--- src/gba_loader_config.svh ---
// GBA cartridge loader configuration
// Widths, the ROM offset in external memory and the header positions
// used by the loader stages
`ifndef GBA_LOADER_CONFIG_SVH
`define GBA_LOADER_CONFIG_SVH

// ==========================================================================
// Bus widths
// ==========================================================================
`define GBA_ADDR_W      27                      // Host byte address
`define GBA_DATA_W      16                      // Host word
`define GBA_DWORD_W     32                      // BIOS RAM word
`define GBA_BIOS_AW     12                      // BIOS RAM word address
`define GBA_PAK_AW      25                      // Pak address in 32-bit words
`define GBA_ROM_AW      26                      // ROM halfword address
`define GBA_INDEX_W     8                       // Download index
`define GBA_CART_TYPE_W 2                       // Type bits, top of the index

// ==========================================================================
// Memory map and header layout
// ==========================================================================
`define GBA_ROM_START   786432                  // ROM base byte offset
`define GBA_TITLE_ADDR  10                      // 16-byte block of the title, 0xA0
`define GBA_TITLE_LEN   12                      // Title bytes A0..AB
`define GBA_TAG_LEN     9                       // Length of the FLASH1M_V tag
`define GBA_TAG_HIST_W  ((`GBA_TAG_LEN - 1) * 8) // Byte history before the tag end

`endif
--- src/gba_loader_pkg.sv ---
// GBA loader shared types
// Download kinds, the width types of the host, BIOS and ROM sides and
// the index decode used by the stream classifier

`include "gba_loader_config.svh"

package gba_loader_pkg;

	// Kind of the running download
	typedef enum logic [1:0] {
		DL_NONE = 2'd0,                         // Idle or code download
		DL_BIOS = 2'd1,
		DL_CART = 2'd2
	} dl_kind_e;

	typedef logic [`GBA_ADDR_W-1:0]  host_addr_t;   // Byte address from host
	typedef logic [`GBA_DATA_W-1:0]  host_word_t;
	typedef logic [`GBA_BIOS_AW-1:0] bios_addr_t;
	typedef logic [`GBA_DWORD_W-1:0] dword_t;
	typedef logic [`GBA_PAK_AW-1:0]  pak_addr_t;    // 32-bit word address
	typedef logic [`GBA_ROM_AW-1:0]  rom_addr_t;    // Halfword address

	// Index 0 is the BIOS, all ones the cheat file, the rest cartridges
	function automatic dl_kind_e kind_of_index(input logic [`GBA_INDEX_W-1:0] index);
		if (index == '0)
			return DL_BIOS;
		else if (&index)
			return DL_NONE;                     // Code path is not part of this core
		return DL_CART;
	endfunction

endpackage

--- src/gba_cart_loader.sv ---
// GBA cartridge and BIOS loader, top level
// Stage one classifies the host download stream; stage two packs BIOS
// dwords, writes the cartridge to ROM memory and derives the save type
// and the quirk flags from the image

`include "gba_loader_config.svh"

module gba_cart_loader (
	input  logic                        clk_sys,
	input  logic                        reset,
	// Host download stream
	input  logic                        dl_active,
	input  logic [`GBA_INDEX_W-1:0]     dl_index,
	input  gba_loader_pkg::host_addr_t  dl_addr,
	input  gba_loader_pkg::host_word_t  dl_data,
	input  logic                        dl_wr,
	output logic                        dl_wait,
	// External ROM memory
	output logic                        rom_wr,
	output gba_loader_pkg::rom_addr_t   rom_addr,
	output gba_loader_pkg::host_word_t  rom_data,
	input  logic                        rom_ack,
	// BIOS RAM
	output logic                        bios_wr,
	output gba_loader_pkg::bios_addr_t  bios_wraddr,
	output gba_loader_pkg::dword_t      bios_wrdata,
	// Cartridge properties for the core
	output logic                        flash_1m,
	output logic                        sram_quirk,
	output logic                        remap_quirk,
	output logic [`GBA_CART_TYPE_W-1:0] cart_type,
	output gba_loader_pkg::pak_addr_t   max_pak_addr
);

	// Stage one outputs, fan out to all consumers
	gba_loader_pkg::dl_kind_e   s1_kind;
	gba_loader_pkg::host_addr_t s1_addr;
	gba_loader_pkg::host_word_t s1_data;
	logic                       s1_wr;
	logic [`GBA_INDEX_W-1:0]    s1_index;
	logic                       cart_start;
	logic                       cart_end;

	dl_stream_classifier i_classifier (
		.clk_sys, .reset,
		.dl_active, .dl_index, .dl_addr, .dl_data, .dl_wr,
		.s1_kind, .s1_addr, .s1_data, .s1_wr, .cart_start, .cart_end, .s1_index
	);

	bios_word_packer i_bios_packer (
		.clk_sys, .reset,
		.s1_kind, .s1_addr, .s1_data, .s1_wr,
		.bios_wr, .bios_wraddr, .bios_wrdata
	);

	flash_tag_scanner i_flash_scan (
		.clk_sys, .reset,
		.s1_kind, .s1_data, .s1_wr, .cart_start,
		.flash_1m
	);

	cart_quirk_matcher i_quirks (
		.clk_sys, .reset,
		.s1_kind, .s1_addr, .s1_data, .s1_wr, .cart_start,
		.sram_quirk, .remap_quirk
	);

	rom_write_port i_rom_port (
		.clk_sys, .reset,
		.s1_kind, .s1_addr, .s1_data, .s1_wr, .s1_index, .cart_start, .cart_end,
		.rom_ack, .rom_wr, .rom_addr, .rom_data, .dl_wait, .cart_type, .max_pak_addr
	);

endmodule

--- src/rom_write_port.sv ---
// Cartridge ROM write port
// Forwards each cartridge word to external memory above the ROM base,
// holds the host with dl_wait until the memory acknowledges, and keeps
// the cartridge type and the highest pak address

`include "gba_loader_config.svh"

module rom_write_port (
	input  logic                       clk_sys,
	input  logic                       reset,
	input  gba_loader_pkg::dl_kind_e   s1_kind,
	input  gba_loader_pkg::host_addr_t s1_addr,
	input  gba_loader_pkg::host_word_t s1_data,
	input  logic                       s1_wr,
	input  logic [`GBA_INDEX_W-1:0]    s1_index,
	input  logic                       cart_start,
	input  logic                       cart_end,
	input  logic                       rom_ack,
	output logic                       rom_wr,
	output gba_loader_pkg::rom_addr_t  rom_addr,
	output gba_loader_pkg::host_word_t rom_data,
	output logic                       dl_wait,
	output logic [`GBA_CART_TYPE_W-1:0] cart_type,
	output gba_loader_pkg::pak_addr_t  max_pak_addr
);

	localparam gba_loader_pkg::host_addr_t ROM_BASE = `GBA_ADDR_W'(`GBA_ROM_START);

	typedef enum logic {
		WR_IDLE,                               // Ready for the next word
		WR_BUSY                                // Write out, waiting on rom_ack
	} wr_state_e;

	wr_state_e                  state;
	logic                       issue;         // Cartridge word accepted this cycle
	gba_loader_pkg::host_addr_t last_addr;

	assign issue   = s1_wr && (s1_kind == gba_loader_pkg::DL_CART) && (state == WR_IDLE);
	assign dl_wait = (state == WR_BUSY);       // Rises together with rom_wr

	// ==========================================================================
	// Write handshake FSM
	// ==========================================================================
	always_ff @(posedge clk_sys) begin
		if (reset) begin
			state        <= WR_IDLE;
			rom_wr       <= 1'b0;
			cart_type    <= '0;
			max_pak_addr <= '0;
		end else begin
			rom_wr <= issue;
			case (state)
				WR_IDLE: if (issue)   state <= WR_BUSY;
				WR_BUSY: if (rom_ack) state <= WR_IDLE; // Host released next cycle
				default:              state <= WR_IDLE;
			endcase
			if (cart_start)
				cart_type <= s1_index[`GBA_INDEX_W-1 -: `GBA_CART_TYPE_W];
			if (cart_end)
				max_pak_addr <= last_addr[`GBA_ADDR_W-1:2];
		end
	end

	// Address is (byte address + base) / 2
	always_ff @(posedge clk_sys) begin
		if (issue) begin
			rom_addr  <= s1_addr[`GBA_ADDR_W-1:1] + ROM_BASE[`GBA_ADDR_W-1:1];
			rom_data  <= s1_data;
			last_addr <= s1_addr;
		end
	end

endmodule

--- src/cart_quirk_matcher.sv ---
// Cartridge quirk matcher
// Captures the 12-byte game title of the cartridge header and checks it
// against the titles that need SRAM disabled or the NES-classic remap

`include "gba_loader_config.svh"

module cart_quirk_matcher (
	input  logic                       clk_sys,
	input  logic                       reset,
	input  gba_loader_pkg::dl_kind_e   s1_kind,
	input  gba_loader_pkg::host_addr_t s1_addr,
	input  gba_loader_pkg::host_word_t s1_data,
	input  logic                       s1_wr,
	input  logic                       cart_start,
	output logic                       sram_quirk,
	output logic                       remap_quirk
);

	localparam int TITLE_W   = `GBA_TITLE_LEN * 8;
	localparam int SRAM_ONLY = 8;              // First group, SRAM quirk alone
	localparam int N_TITLES  = 20;

	// ==========================================================================
	// Title table, zero padded on the right
	// ==========================================================================
	localparam logic [TITLE_W-1:0] QUIRK_TITLE [N_TITLES] = '{
		{"ROCKY BOXING"},                       // Rocky, US
		{"ROCKY", 56'h0},                       // Rocky, EU
		{"DBZ LGCYGOKU"},
		{"DRAGONBALL Z"},
		{"DBZ TAIKETSU"},
		{"DRAGON BALLZ"},
		{"TOPGUN CZ", 24'h0},
		{"IRIDIONII", 24'h0},
		{"BOMBER MAN", 16'h0},                  // NES classics from here on
		{"CASTLEVANIA", 8'h0},
		{"DONKEY KONG", 8'h0},
		{"DR. MARIO", 24'h0},
		{"EXCITEBIKE", 16'h0},
		{"ICE CLIMBER", 8'h0},
		{"NES METROID", 8'h0},
		{"PAC-MAN", 40'h0},
		{"SUPER MARIO", 8'h0},
		{"ZELDA 1", 40'h0},
		{"XEVIOUS", 40'h0},
		{"NES ZELDA 2", 8'h0}
	};

	logic [TITLE_W-1:0] cart_id;               // First title byte at the top
	logic               cart_wr;
	logic               in_title_blk;          // Write falls in block 0xA0..0xAF
	logic [6:0]         title_lsb;             // Bit slot of the incoming pair
	logic               sram_hit;
	logic               remap_hit;

	assign cart_wr      = s1_wr && (s1_kind == gba_loader_pkg::DL_CART);
	assign in_title_blk = (s1_addr[`GBA_ADDR_W-1:4] == (`GBA_ADDR_W-4)'(`GBA_TITLE_ADDR));
	assign title_lsb    = 7'(TITLE_W - 16) - {s1_addr[3:0], 3'b000};

	// Table lookup, NES group sets both flags
	always_comb begin
		sram_hit  = 1'b0;
		remap_hit = 1'b0;
		for (int i = 0; i < N_TITLES; i++) begin
			if (cart_id == QUIRK_TITLE[i]) begin
				sram_hit = 1'b1;
				if (i >= SRAM_ONLY)
					remap_hit = 1'b1;
			end
		end
	end

	// Title capture, byte order swapped to keep the string readable
	always_ff @(posedge clk_sys) begin
		if (cart_wr && in_title_blk && (s1_addr[3:0] < 4'(`GBA_TITLE_LEN)))
			cart_id[title_lsb +: 16] <= {s1_data[7:0], s1_data[15:8]};
	end

	always_ff @(posedge clk_sys) begin
		if (reset || cart_start) begin
			sram_quirk  <= 1'b0;
			remap_quirk <= 1'b0;
		end else if (cart_wr && in_title_blk && (s1_addr[3:0] == 4'(`GBA_TITLE_LEN))) begin
			if (sram_hit)
				sram_quirk <= 1'b1;            // Title is complete once 0xAC arrives
			if (remap_hit)
				remap_quirk <= 1'b1;
		end
	end

endmodule

--- src/flash_tag_scanner.sv ---
// FLASH1M_V tag scanner
// Watches the cartridge image as a byte stream and flags the 1 Mbit
// flash save type when the tag shows up at either byte alignment

`include "gba_loader_config.svh"

module flash_tag_scanner (
	input  logic                       clk_sys,
	input  logic                       reset,
	input  gba_loader_pkg::dl_kind_e   s1_kind,
	input  gba_loader_pkg::host_word_t s1_data,
	input  logic                       s1_wr,
	input  logic                       cart_start,
	output logic                       flash_1m
);

	localparam logic [`GBA_TAG_LEN*8-1:0] FLASH_TAG = "FLASH1M_V";

	logic [`GBA_TAG_HIST_W-1:0] hist;          // Last bytes, newest in the low byte
	logic [`GBA_TAG_HIST_W-1:0] hist_base;     // History as seen by this write
	logic                       cart_wr;
	logic                       hit_lo;        // Tag ends at the low byte
	logic                       hit_hi;        // Tag ends at the high byte

	assign cart_wr   = s1_wr && (s1_kind == gba_loader_pkg::DL_CART);
	assign hist_base = cart_start ? '0 : hist; // New image starts with an empty window

	// Low byte comes first in the stream
	assign hit_lo = ({hist_base, s1_data[7:0]} == FLASH_TAG);
	assign hit_hi = ({hist_base[`GBA_TAG_HIST_W-9:0], s1_data[7:0], s1_data[15:8]}
	                 == FLASH_TAG);

	always_ff @(posedge clk_sys) begin
		if (reset) begin
			flash_1m <= 1'b0;
		end else begin
			if (cart_start)
				flash_1m <= 1'b0;
			if (cart_wr && (hit_lo || hit_hi))
				flash_1m <= 1'b1;              // Sticky until the next image
		end
	end

	// Shift two bytes per cartridge word
	always_ff @(posedge clk_sys) begin
		if (cart_wr)
			hist <= {hist_base[`GBA_TAG_HIST_W-17:0], s1_data[7:0], s1_data[15:8]};
		else if (cart_start)
			hist <= '0;
	end

endmodule

--- src/bios_word_packer.sv ---
// BIOS word packer
// Joins the two halfwords of each BIOS dword and writes them to BIOS RAM
// as one 32-bit write, at the word address of the pair

`include "gba_loader_config.svh"

module bios_word_packer (
	input  logic                       clk_sys,
	input  logic                       reset,
	input  gba_loader_pkg::dl_kind_e   s1_kind,
	input  gba_loader_pkg::host_addr_t s1_addr,
	input  gba_loader_pkg::host_word_t s1_data,
	input  logic                       s1_wr,
	output logic                       bios_wr,
	output gba_loader_pkg::bios_addr_t bios_wraddr,
	output gba_loader_pkg::dword_t     bios_wrdata
);

	logic bios_cycle;                          // BIOS halfword present this cycle

	assign bios_cycle = s1_wr && (s1_kind == gba_loader_pkg::DL_BIOS);

	// Write strobe, one pulse per completed dword
	always_ff @(posedge clk_sys) begin
		if (reset)
			bios_wr <= 1'b0;
		else
			bios_wr <= bios_cycle & s1_addr[1]; // Upper half completes the pair
	end

	// Data assembly, low half first
	always_ff @(posedge clk_sys) begin
		if (bios_cycle) begin
			if (!s1_addr[1]) begin
				bios_wrdata[`GBA_DATA_W-1:0] <= s1_data;
			end else begin
				bios_wrdata[`GBA_DWORD_W-1:`GBA_DATA_W] <= s1_data;
				bios_wraddr <= s1_addr[`GBA_BIOS_AW+1:2]; // Byte address to word
			end
		end
	end

endmodule

--- src/dl_stream_classifier.sv ---
// Download stream classifier, first pipeline stage
// Registers the host stream, tags every word with its download kind
// and marks the first and last cycle of a cartridge download

`include "gba_loader_config.svh"

module dl_stream_classifier (
	input  logic                       clk_sys,
	input  logic                       reset,
	input  logic                       dl_active,
	input  logic [`GBA_INDEX_W-1:0]    dl_index,
	input  gba_loader_pkg::host_addr_t dl_addr,
	input  gba_loader_pkg::host_word_t dl_data,
	input  logic                       dl_wr,
	output gba_loader_pkg::dl_kind_e   s1_kind,
	output gba_loader_pkg::host_addr_t s1_addr,
	output gba_loader_pkg::host_word_t s1_data,
	output logic                       s1_wr,
	output logic                       cart_start,
	output logic                       cart_end,
	output logic [`GBA_INDEX_W-1:0]    s1_index
);

	gba_loader_pkg::dl_kind_e kind_now;        // Kind of the current host cycle
	logic                     cart_now;
	logic                     cart_prev;       // Registered kind was cartridge

	// Nothing is downloading while dl_active is low
	assign kind_now  = dl_active ? gba_loader_pkg::kind_of_index(dl_index)
	                             : gba_loader_pkg::DL_NONE;
	assign cart_now  = (kind_now == gba_loader_pkg::DL_CART);
	assign cart_prev = (s1_kind == gba_loader_pkg::DL_CART);

	// Control side of the stage
	always_ff @(posedge clk_sys) begin
		if (reset) begin
			s1_kind    <= gba_loader_pkg::DL_NONE;
			s1_wr      <= 1'b0;
			cart_start <= 1'b0;
			cart_end   <= 1'b0;
		end else begin
			s1_kind    <= kind_now;
			s1_wr      <= dl_wr & dl_active;     // Stray strobes outside a download dropped
			cart_start <= cart_now & ~cart_prev; // Lines up with first cartridge cycle
			cart_end   <= ~cart_now & cart_prev; // First cycle after the cartridge
		end
	end

	// Payload follows the host one cycle later
	always_ff @(posedge clk_sys) begin
		s1_addr  <= dl_addr;
		s1_data  <= dl_data;
		s1_index <= dl_index;
	end

endmodule

--- config.mk ---
export PLATFORM = sky130hd
export DESIGN_NAME = gba_cart_loader
export DESIGN_NICKNAME = d
export VERILOG_FILES = /design/src/gba_loader_pkg.sv /design/src/gba_cart_loader.sv /design/src/rom_write_port.sv /design/src/cart_quirk_matcher.sv /design/src/flash_tag_scanner.sv /design/src/bios_word_packer.sv /design/src/dl_stream_classifier.sv
export VERILOG_INCLUDE_DIRS = /design/src /design/src/src
export SDC_FILE = /design/constraint.sdc
export NUM_CORES = 1
export LEC_CHECK = 0
export BUFFER_PORTS_ARGS = -buffer_cell sky130_fd_sc_hd__buf_2
export CORE_MARGIN = 1.5
export CORE_UTILIZATION = 30
export DETAILED_ROUTE_END_ITERATION = 7
export PLACE_DENSITY_LB_ADDON = 0.12
export SKIP_LAST_GASP = 1
export SLEW_MARGIN = 20
export SYNTH_ARGS = -nofsm -noshare
export SYNTH_HDL_FRONTEND = slang
export SYNTH_HIERARCHICAL = 1
export SYNTH_SLANG_ARGS = --single-unit
--- constraint.sdc ---
create_clock -name clk_sys -period 4.2 [get_ports clk_sys]
set_input_delay 1.05 -clock clk_sys [delete_from_list [all_inputs] [get_ports clk_sys]]
set_output_delay 1.05 -clock clk_sys [all_outputs]
set_load 0.01 [all_outputs]
==> impl.org, run 1 <==
** CTS
- Clock insertion delay at the later pin of the skew report :: 0.55 ns
- TritonCTS sink count :: 338
- After clock tree synthesis, the clock-pin slew on the worst setup and hold paths is 0.06 ns.
- Gates resized during post-CTS repair numbered 0.
- Buffers added to address setup during post-CTS repair amount to 0.
- CTS tree :: built
- Counting the buffers created by CTS gives 39.
- CTS Root Buffer Type :: clkbuf_16
- Max H-tree Level :: 2
- The longest clock path from root to sink contains 3 buffers.
- Hold buffer count at CTS :: 0

** Global routing
- Entering global routing, the biggest net connects 67 pins.
- Global routing used 19.8% of the available tracks across all layers.
- The total overflow left after global routing is 0.
- The via count of the first global-routing pass came to 10600.
- Wire length of the first global-routing pass :: 70500 um
- Antenna violations before repair :: 0

** Timing
- Setup slack on the critical path of the routed design comes to 0.492 ns.
- Clock period minus worst slack :: 3.71 ns
- In this run the tightest slew margin relative to its limit is 28.6%.
- Max Clock Skew :: 0.0212 ns
- Setup TNS :: 0 ns
- After layout, the worst path uses 88.3% of the clock period.
- Setup violations remaining at the end of the flow were counted as 0.
- At the pin with the least slew margin, the transition time is 1.06 ns.
- Final hold violations :: 0
- Based on the critical path, the design can be clocked at up to 270 MHz.
- Unrepaired setup endpoints after global routing :: no
- The max-slew violation total from the final report is 0.

** Yosys
- Syn_nets :: 1313
- Yosys warnings :: 6
- After technology mapping, the gate count stands at 1252.
- Mean area per synthesized cell :: 11.2 um2
- The synthesized netlist occupies a cell area of 14000 um2.

** Critical path
- At the worst endpoint, the arrival time is 3.87 ns.
- In this run the critical register-to-register path is launched from i_classifier/s1_addr[1]$_DFF_P_.
- The most critical setup path has its endpoint at i_quirks/cart_id[17]$_DFFE_PP_.
- Endpoint of the most critical register-to-register path :: i_quirks/cart_id[17]$_DFFE_PP_
- CP Data Required Time :: 4.36 ns
- Worst setup path startpoint :: i_classifier/s1_addr[1]$_DFF_P_
- Kind of end point of the critical path :: flop
- Kind of start point of the critical path :: flop
- Number of cell instances on the worst register-to-register path :: 8
- Register-to-Register Setup Slack :: 0.49 ns
- Critical path start-end classification :: flop to flop
- Highest fanout seen on the critical path :: 11

** Placement
- OpenSTA, run right after detailed placement, puts the worst setup slack at 0.551 ns.
- Detailed Place HPWL :: 34700 um
- GP Congestion :: 1.01
- Buffers placed on the I/O ports in this run total 174.

** Route
- WL per Instance :: 22.8 um
- In the routed design, unresolved DRC markers number 0.
- The pre-antenna-repair detailed-routing pass consisted of 5 iterations.
- Routed wire length :: 47500 um
- Via count :: 10800
- Violation count after the first detailed-routing iteration :: 935
- The detail route stage leaves a number of antenna-violating nets equal to 0.
- Vias per cell :: 5.17

** Job
- Number of max-cap violations :: 0

** Hold path
- Hold Crit Start :: i_classifier/s1_addr[16]$_DFF_P_
- The tightest min-delay check is of the flop to flop type.

** Die
- Row generation in the floorplan step produced 79 rows.
- The die is 219 um wide.
- 175 I/O pins were placed.
- Area of the core :: 46400 um2
- Die area :: 48100 um2
- In this run the vertical extent of the chip is 219 um.
- Starting Density :: 30.3%

** Power
- Leakage Power :: 5.65 nW
- Worst supply voltage drop on vdd :: 0.298 mV
- Power spread over the standard cell area amounts to 425 nW/um2.

** Cells and area
- The repair_antennas step left the layout with diodes totalling 0.
- Of the cells placed in the final design, the portion with a size suffix greater than 1 is 20.4%.
- Final net count :: 1505
- Area Growth Syn to Fin :: 20.1%

** Run status
- Outcome :: finished clean
==> critical path: stages, from the launching register on <==
cell	delay (ns)
dfxtp_1	0.48
inv_1	0.14
ha_1	0.49
nand2_1	0.18
mux2i_2	0.29
xnor2_1	0.28
nor2_1	0.51
nand2_1	0.32
nor2_1	0.62
==> metrics by stage <==
step	utilization (%)	cells	hold slack, ns	power (mW)	instance area [um2]
floorplan	-	1252	0.409	3.85	14000
global placement	33.7	2010	0.421	4.01	15600
detailed placement	33.7	2010	0.423	4.01	15600
CTS	36.4	2082	0.437	7.26	16900
global route	36.4	2082	0.462	7.42	16900
finish	36.4	2082	0.436	7.17	16900
==> area by class of cell <==
cell class                 count  area [um2]
clock buffer                  54        1110
clock inverter                18         118
fill                        4642       29500
inverter                      13        50.0
multi-input combinational    844        5010
sequential                   338        8680
tap                          607         759
timing repair buffer         208        1130
==> flip-flops by register name, summed over array words and instances (netlist names), 2 cells and up <==
register,cells
i_bios_packer/bios_wraddr,12
i_flash_scan/hist,64
i_quirks/cart_id,96
i_classifier/s1_addr,27
i_bios_packer/bios_wrdata,32
i_rom_port/cart_type,2
i_rom_port/max_pak_addr,25
i_rom_port/rom_addr,26
i_rom_port/rom_data,16
i_classifier/s1_kind,2
i_classifier/s1_data,16
i_rom_port/last_addr,9
i_classifier/s1_index,2
==> metal layers <==
layer  vias up  wire, um  share of wire [%]  track usage (%)
met2       352     22200                 47             31.8
li1       5029         -                  -                -
met3       143      2800                5.9             4.27
met5         -         0                  0                0
met4         0      2070                4.4             8.36
met1      5242     20400                 43             25.7
==> worst min path at each step <==
stage,end,slack [ns],depth (start not counted)
after CTS,i_rom_port/rom_addr[13]$_DFFE_PP_,0.44,0
after global routing,i_bios_packer/bios_wraddr[3]$_DFFE_PP_,0.46,0
after global placement,i_rom_port/rom_addr[13]$_DFFE_PP_,0.42,0
after detailed placement,i_rom_port/rom_addr[13]$_DFFE_PP_,0.42,0
final,i_rom_port/rom_addr[15]$_DFFE_PP_,0.44,0
after floorplan,i_rom_port/rom_addr[13]$_DFFE_PP_,0.41,0
==> report_power, final <==
group / switching (mW) / leakage (nW) / total (mW) / internal [mW]
Combinational: 0.223 / 2.30 / 0.336 / 0.113
Clock: 1.35 / 0.611 / 3.22 / 1.87
Sequential: 0.0635 / 2.74 / 3.61 / 3.54
Total: 1.64 / 5.65 / 7.17 / 5.53
==> cells in the final DEF, fill, tap and decap left out, types with 16 or more instances in the layout <==
cell type and instances:
nor2b_1 20, buf_4 34, nor4b_1 25, a22oi_1 25, mux2i_1 35, dfxtp_1 146
nor4_1 43, nor2_1 149, edfxtp_1 191, nor4bb_1 16, nand3_1 39, nand2_1 181
nor3_1 26, buf_2 174, nand3b_1 24, a21oi_1 68, clkbuf_16 40, nand4_1 52
Note: power is estimated with default switching activity, not from simulation.
==> run 2: changes to the inputs <==
--- a/config.mk
+++ b/config.mk
@@ -7,8 +7,8 @@
 export NUM_CORES = 1
 export LEC_CHECK = 0
-export BUFFER_PORTS_ARGS = -buffer_cell sky130_fd_sc_hd__buf_2
 export CORE_MARGIN = 1.5
 export CORE_UTILIZATION = 30
 export DETAILED_ROUTE_END_ITERATION = 7
+export DONT_BUFFER_PORTS = 1
 export PLACE_DENSITY_LB_ADDON = 0.12
 export SKIP_LAST_GASP = 1
==> constraint.sdc (replaced) <==
create_clock -name clk_sys -period 4.2 [get_ports clk_sys]
set_input_delay 0.63 -clock clk_sys [delete_from_list [all_inputs] [get_ports clk_sys]]
set_output_delay 0.63 -clock clk_sys [all_outputs]
set_load 0.01 [all_outputs]
==> impl.org, run 2 (synthesis results as in run 1) <==
** Run status
- Outcome :: finished clean

** Critical path
- Gate family responsible for the most delay along the worst path :: simple AND/OR/NAND/NOR gates
- Among all stages on the critical path, the largest delay is contributed by nor2_1.
- Kind of start point of the critical path :: flop
- The worst-path maximum fanout came to 15 (+4).
- Worst path bufs/invs :: 3 (+2)
- The worst setup path is of the flop to flop kind.
- Worst stage delay on the critical path :: 0.53 ns (-0.09 ns)
- Number of cell instances on the worst register-to-register path :: 10 (+2)
- The data arrival time of the worst path is 3.82 ns (-0.05 ns).
- The required time of the critical path came to 4.38 ns (+0.02 ns).
- Kind of end point of the critical path :: flop
- The critical path goes through inv_1, ha_1, buf_4, nand2_1, mux2i_2, xor2_2, nand2_1, buf_4, or3_1, nor2_1.
- Critical path depth :: 10 (+2)

** Cells and area
- Largest registers :: i_quirks/cart_id x96, i_flash_scan/hist x64, i_bios_packer/bios_wrdata x32
- Design Area, Final :: 16100 um2 (-4.2%)
- Final net count :: 1332 (-11%)
- The flip-flop count of the largest register, all copies and words added was 96 (unchanged).
- Leaving out fill and tap cells, the most frequent cell in the layout is edfxtp_1.
- Top library cells by usage in the layout, fill and taps aside :: edfxtp_1, nand2_1, nor2_1, dfxtp_1, a21oi_1
- Area Growth Syn to Fin :: 15.0%
- Register with the highest flop count :: i_quirks/cart_id
- Share of post-route cells with drive strength above 1 :: 10.2% (-10 points)

** CTS
- Inserted Clock Buffers :: 40 (+2.6%)
- TritonCTS built the clock tree.
- Clk slew on worst S/H paths :: 0.06 ns (about the same)
- CTS Root Buffer Type :: clkbuf_16
- Post-cts gate resize count :: 0 (unchanged)
- Setup repair bufs after CTS :: 0 (unchanged)
- The total clock sinks was 338 (unchanged).
- The post-cts hold buffer count came to 0 (unchanged).
- The clock insertion delay at the later pin of the skew report came to 0.57 ns (+0.02 ns).
- Maximum clock insertion buffer count :: 3 (unchanged)
- Max H-tree Level :: 2 (unchanged)

** Placement
- The number of port buffers came to 0 (-100%).
- GP Congestion :: 0.956 (-5.5%)
- Detailed Place HPWL :: 35100 um (+1.2%)
- The instance area after placement was 14800 um2 (-5.6%).

** Die
- Starting Density :: 30.3% (unchanged)
- The I/O pin count is 175 (unchanged).
- Die Ht :: 219 um (unchanged)
- Number of cell rows :: 79 (unchanged)
- Area of the core :: 46400 um2 (unchanged)
- Die width :: 219 um (unchanged)
- The area of the die is 48100 um2 (unchanged).

** Route
- Vias per cell :: 5.38 (+4.1%)
- Violation count after the first detailed-routing iteration :: 889 (-4.9%)
- The via count of the routed design came to 10300 (-4.5%).
- First-pass iteration count of the detailed router :: 5 (unchanged)
- Residual antenna-violating net count after detailed routing :: 0 (unchanged)
- The total length of routed wires is 48500 um (+2.2%).
- The residual DRC count is 0 (unchanged).
- WL per Instance :: 25.4 um (+11%)

** Power
- The combinational fraction of design power is 4.0% (-0.7 points).
- Leakage Power :: 4.99 nW (-12%)
- The sequential group share of total power was 48.0% (-2.3 points).
- Net load switching power :: 1.71 mW (+4.2%)
- The largest voltage drop on the vdd net came to 0.328 mV (+10%).
- The power density over cell area is 465 nW/um2 (+9.5%).
- The total internal power was 5.81 mW (+5.1%).
- The switching share of power came to 22.7% (-0.15 points).
- Clock share of power :: 48.0% (+3.0 points)

** Timing
- Total of endpoints with negative setup slack in the final report :: 0 (unchanged)
- The fraction of the cycle the final worst path needs is 86.6% (-1.7 points).
- The final critical-path required period was 3.64 ns (-0.0713 ns).
- Highest clock rate :: 275 MHz (+2.0%)
- Worst rel slew slack :: 36.3% (+7.7 points)
- Number of pins exceeding their max-slew limit in the final report :: 0 (unchanged)
- The number of endpoints with negative hold slack in the final report is 0 (unchanged).
- Setup repair after global routing left no endpoint under its margin.
- The sum of negative setup slack was 0 ns (unchanged).
- The post-route clock skew is 0.0274 ns (+0.00629 ns).
- Transition time at the pin with the least slew margin :: 0.943 ns (-0.114 ns)

** Global routing
- Largest net degree at the start of global routing :: 69 (+3.0%)
- Grt ovf :: 0 (unchanged)
- The first-pass GRT wire length came to 70400 um (about the same).
- Number of global-route vias before repair :: 10000 (-5.2%)
- The number of antenna violations at the first check in global routing came to 0 (unchanged).
- Overall Global Routing Usage :: 20.2% (+0.41 points)

** Job
- Number of max-cap violations :: 0 (unchanged)

** Hold path
- Classification of the worst-slack hold path :: primary input to flop
- The depth of the worst hold-timing path was 0 (unchanged).
run 2: final cells by class:
cell class                 count  area (um2)
antenna                        1        2.50
clock buffer                  53        1130
clock inverter                21         254
fill                        4613       30200
inverter                      13        48.8
multi-input combinational    844        5010
sequential                   338        8680
tap                          607         759
timing repair buffer          34         255
run 2: power groups by stage:
stage,Sequential (mW),Clock [mW],Combinational [mW]
finish,3.61,3.60,0.304
global route,3.61,3.82,0.333
CTS,3.61,3.69,0.304
detailed placement,3.68,0,0.303
global placement,3.68,0,0.304
floorplan,3.66,0,0.199
run 2: per-stage QoR:
step,utilization (%),hold slack (ns),instances,total power [mW],worst slack [ns]
global route,34.8,0.0415,1910,7.76,0.244
finish,34.8,0.0786,1911,7.51,0.563
CTS,34.8,0.0452,1910,7.60,0.563
detailed placement,31.8,0.431,1836,3.98,0.614
floorplan,-,0.409,1252,3.85,1.03
global placement,31.8,0.415,1836,3.98,0.680
run 2: path summary, 6_finish.rpt:
check | start | to | slack (ns)
worst min-delay path | dl_data[15] | i_classifier/s1_data[15]$_DFF_P_ | 0.08
worst min register to register | i_classifier/s1_addr[16]$_DFF_P_ | i_rom_port/rom_addr[15]$_DFFE_PP_ | 0.44
worst max register to register | i_classifier/s1_addr[1]$_DFF_P_ | i_quirks/cart_id[55]$_DFFE_PP_ | 0.56
worst max-delay path | i_classifier/s1_addr[1]$_DFF_P_ | i_quirks/cart_id[55]$_DFFE_PP_ | 0.56
run 2: worst register-to-register path: stages, from the launching register on:
cell and delay [ns]:
dfxtp_1 0.51, inv_1 0.14, ha_1 0.30, buf_4 0.17
nand2_1 0.15, mux2i_2 0.32, xor2_2 0.39, nand2_1 0.10
buf_4 0.20, or3_1 0.44, nor2_1 0.53
run 2: per-layer routing:
metal / track usage [%] / share of wire (%)
met1: 26.5 / 44
met2: 32.9 / 47
met3: 3.47 / 5.0
met4: 8.42 / 4.3
met5: 0 / 0
==> run 3: changes to the inputs <==
- SYNTH_HIERARCHICAL: 1 -> unset
==> impl.org, run 3 <==
** Run status
- The flow ran to the end, and the final reports show no timing, DRC or antenna violations.

** CTS
- The tree is rooted in a clkbuf_16.
- Max H-tree Level :: 2 (unchanged)
- Clock insertion delay at the later pin of the skew report :: 0.56 ns (about the same)
- Inserted Clock Buffers :: 38 (-5.0%)
- The number of cells upsized or downsized after cts is 0 (unchanged).
- The worst-case clock buffer depth was 3 (unchanged).
- Setup repair bufs after CTS :: 0 (unchanged)
- Clk slew on worst S/H paths :: 0.06 ns (about the same)
- The post-cts hold buffer count came to 0 (unchanged).
- The total clock sinks was 338 (unchanged).
- TritonCTS built the clock tree.

** Yosys
- Share of async-settable or async-resettable flops after synthesis :: 0%
- Counting flops with a built-in enable in the synthesized netlist gives 191.
- The mean instance size in the synthesized netlist was 11.1 um2 (-0.89%).
- Synthesis inferred 338 register bits.
- Top-area cell type share of the netlist area :: 40.5%
- Top flip-flop cell by instance count after synthesis :: edfxtp_1
- Of the synthesized area, sequential elements account for 61.3%.
- The net count after synthesis came to 1337 (+1.8%).
- The post-synthesis instance area is 14200 um2 (+0.93%).
- Number of different library cells in the post-synthesis netlist :: 64
- Yosys warnings :: 0 (-6)
- Cell accounting for the most synthesized area :: edfxtp_1
- By area the synthesized netlist is led by edfxtp_1, dfxtp_1, nand2_1.
- In the synthesized netlist, the cells that appear most often are nand2_1, edfxtp_1, dfxtp_1, nor2_1, a21oi_1.
- Cell count after synthesis :: 1275 (+1.8%)
- The most common cell in the synthesized netlist is nand2_1.

** Cells and area
- Flip-flop count of the largest register, all copies and words added :: 96 (unchanged)
- The top cell types in the final layout, fill and taps aside, are nand2_1, edfxtp_1, dfxtp_1, nor2_1, a21oi_1.
- The number of nets at the end of the flow was 1342 (+0.75%).
- Share of post-route cells with drive strength above 1 :: 10.5% (+0.34 points)
- The largest registers in the layout are i_quirks.cart_id x96, i_flash_scan.hist x64, i_bios_packer.bios_wrdata x32.
- Area Growth Syn to Fin :: 14.1%
- Leaving out fill and tap cells, the most frequent cell in the layout is nand2_1.
- More flip-flops sit in one register than any other, and that register is i_quirks.cart_id.

** Route
- Vias per cell :: 5.32 (-1.0%)
- The final antenna-violating net count is 0 (unchanged).
- First-pass iteration count of the detailed router :: 5 (unchanged)
- WL per Instance :: 24.5 um (-3.3%)
- Number of remaining DRC errors :: 0 (unchanged)
- Via count :: 10200 (-0.74%)
- Violation count after the first detailed-routing iteration :: 880 (-1.0%)
- Routed wire length :: 47000 um (-3.0%)

** Timing
- The number of failing setup endpoints in the final timing report is 0 (unchanged).
- The sum of negative setup slack is 0 ns (unchanged).
- The worst slew slack as a fraction of its limit is 32.5% (-3.8 points).
- The number of endpoints with negative hold slack in the final report is 0 (unchanged).
- Highest clock rate :: 287 MHz (+4.2%)
- The minimum hold slack is 0.0946 ns (+0.0159 ns).
- Unrepaired setup endpoints after global routing :: no
- Transition time at the pin with the least slew margin :: 0.999 ns (+0.0567 ns)
- Final worst path period share :: 83.1% (-3.5 points)
- The max-slew violation total from the final report was 0 (unchanged).
- The post-route clock skew came to 0.0180 ns (-0.00945 ns).
- Clock period minus worst slack :: 3.49 ns (-0.148 ns)

** Power
- Worst supply voltage drop on vdd :: 0.493 mV (+50%)
- Power density over the cells :: 449 nW/um2 (-3.5%)
- Leakage Power :: 4.93 nW (-1.2%)

** Placement
- The number of port buffers came to 0 (unchanged).
- GP Congestion :: 0.942 (-1.4%)
- Detailed Place HPWL :: 34400 um (-2.1%)

** Global routing
- The largest net degree at the start of global routing came to 67 (-2.9%).
- Antenna violations before repair :: 1 (+1)
- Grt ovf :: 0 (unchanged)
- Wire length of the first global-routing pass :: 69700 um (-1.0%)
- The total track usage is 19.6% (-0.59 points).
- Number of global-route vias before repair :: 10200 (+1.3%)

** Critical path
- The worst setup path is captured at a flop.
- Highest fanout seen on the critical path :: 9 (-6)
- Traced cell by cell, the critical path runs through inv_1, ha_1, mux2_1, o2bb2ai_1, xor2_1, or3b_1, nor3_4, a31oi_1, nor2_1.
- Worst stage delay on the critical path :: 0.54 ns (about the same)
- Kind of start point of the critical path :: flop
- The data arrival time of the worst path came to 3.66 ns (-0.16 ns).
- The combined buffer and inverter count along the critical path came to 1 (-2).
- Critical Path Slowest Stage Cell :: dfxtp_1
- Critical path start-end classification :: flop to flop
- CP Data Required Time :: 4.37 ns (about the same)
- Gate family responsible for the most delay along the worst path :: simple AND/OR/NAND/NOR gates

** Die
- The placement row count is 79 (unchanged).
- Area of the core :: 46600 um2 (+0.43%)
- The width of the die was 220 um (+0.46%).
- The starting density of the core is 30.4% (+0.15 points).
- Top-Level Pins :: 175 (unchanged)
- The area of the die was 48500 um2 (+0.91%).
- The height of the die came to 220 um (+0.46%).

** Hold path
- Classification of the worst-slack hold path :: primary input to flop

** Job
- The number of maximum-capacitance violations is 0 (unchanged).
[run 3: area by class of cell]
cell class                 count  area, um2
antenna                        1       2.50
timing repair buffer          39        293
clock inverter                16        218
sequential                   338       8680
multi-input combinational    855       5130
tap                          607        759
clock buffer                  53       1050
inverter                       8       30.0
fill                        4675      30400
[run 3: worst reg2reg max path, cell delays in order (launching register included)]
cell and delay [ns]:
dfxtp_1 0.54, inv_1 0.11, ha_1 0.34, mux2_1 0.30, o2bb2ai_1 0.25, xor2_1 0.19, or3b_1 0.46, nor3_4 0.30
a31oi_1 0.07, nor2_1 0.53
[run 3: cells by family (layout without fill, tap and decap cells)]
logic type	count (synthesis)	in the layout	share of synthesized area, %
xor gates and xnor gates	11	11	0.680
AOI/OAI and AO/OA	130	130	5.72
muxes	35	35	2.48
and+or+nand+nor	673	673	26.5
other	0	1	0
adders and majority gates	6	6	0.530
DFF	338	338	61.3
buffers and inverters	82	116	2.78
[run 3: metal layers]
layer	routed length, um	vias up	GRT usage [%]
met5	0	-	0
met2	22700	317	32.8
met1	20300	5075	25.3
li1	-	4720	-
met4	1610	0	6.96
met3	2400	94	3.78
[run 3: worst paths after layout]
check	from	endpoint	slack, ns	depth (start not counted)
worst max register to register	i_classifier.s1_addr[1]$_DFF_P_	i_quirks.cart_id[74]$_DFFE_PP_	0.71	9
worst min-delay path	dl_addr[9]	i_classifier.s1_addr[9]$_DFF_P_	0.09	0
worst min register to register	i_classifier.s1_addr[16]$_DFF_P_	i_rom_port.last_addr[16]$_DFFE_PP_	0.44	0
worst max-delay path	i_classifier.s1_addr[1]$_DFF_P_	i_quirks.cart_id[74]$_DFFE_PP_	0.71	9
[run 3: where the power goes]
| part | internal (mW) | switching (mW) |
|---|---|---|
| clock | 2.02 | 1.35 |
| sequential | 3.54 | 0.0561 |
| combinational | 0.0943 | 0.208 |
| total | 5.65 | 1.61 |
[run 3: stage by stage]
step	power, mW	instances	instance area [um2]	utilization, %	worst slack [ns]
finish	7.26	1917	16200	34.7	0.711
detailed placement	3.97	1847	14900	32.0	0.787
global route	7.54	1917	16200	34.7	0.476
global placement	3.97	1847	14900	32.0	0.837
CTS	7.36	1916	16200	34.7	0.743
floorplan	3.86	1275	14200	-	0.729
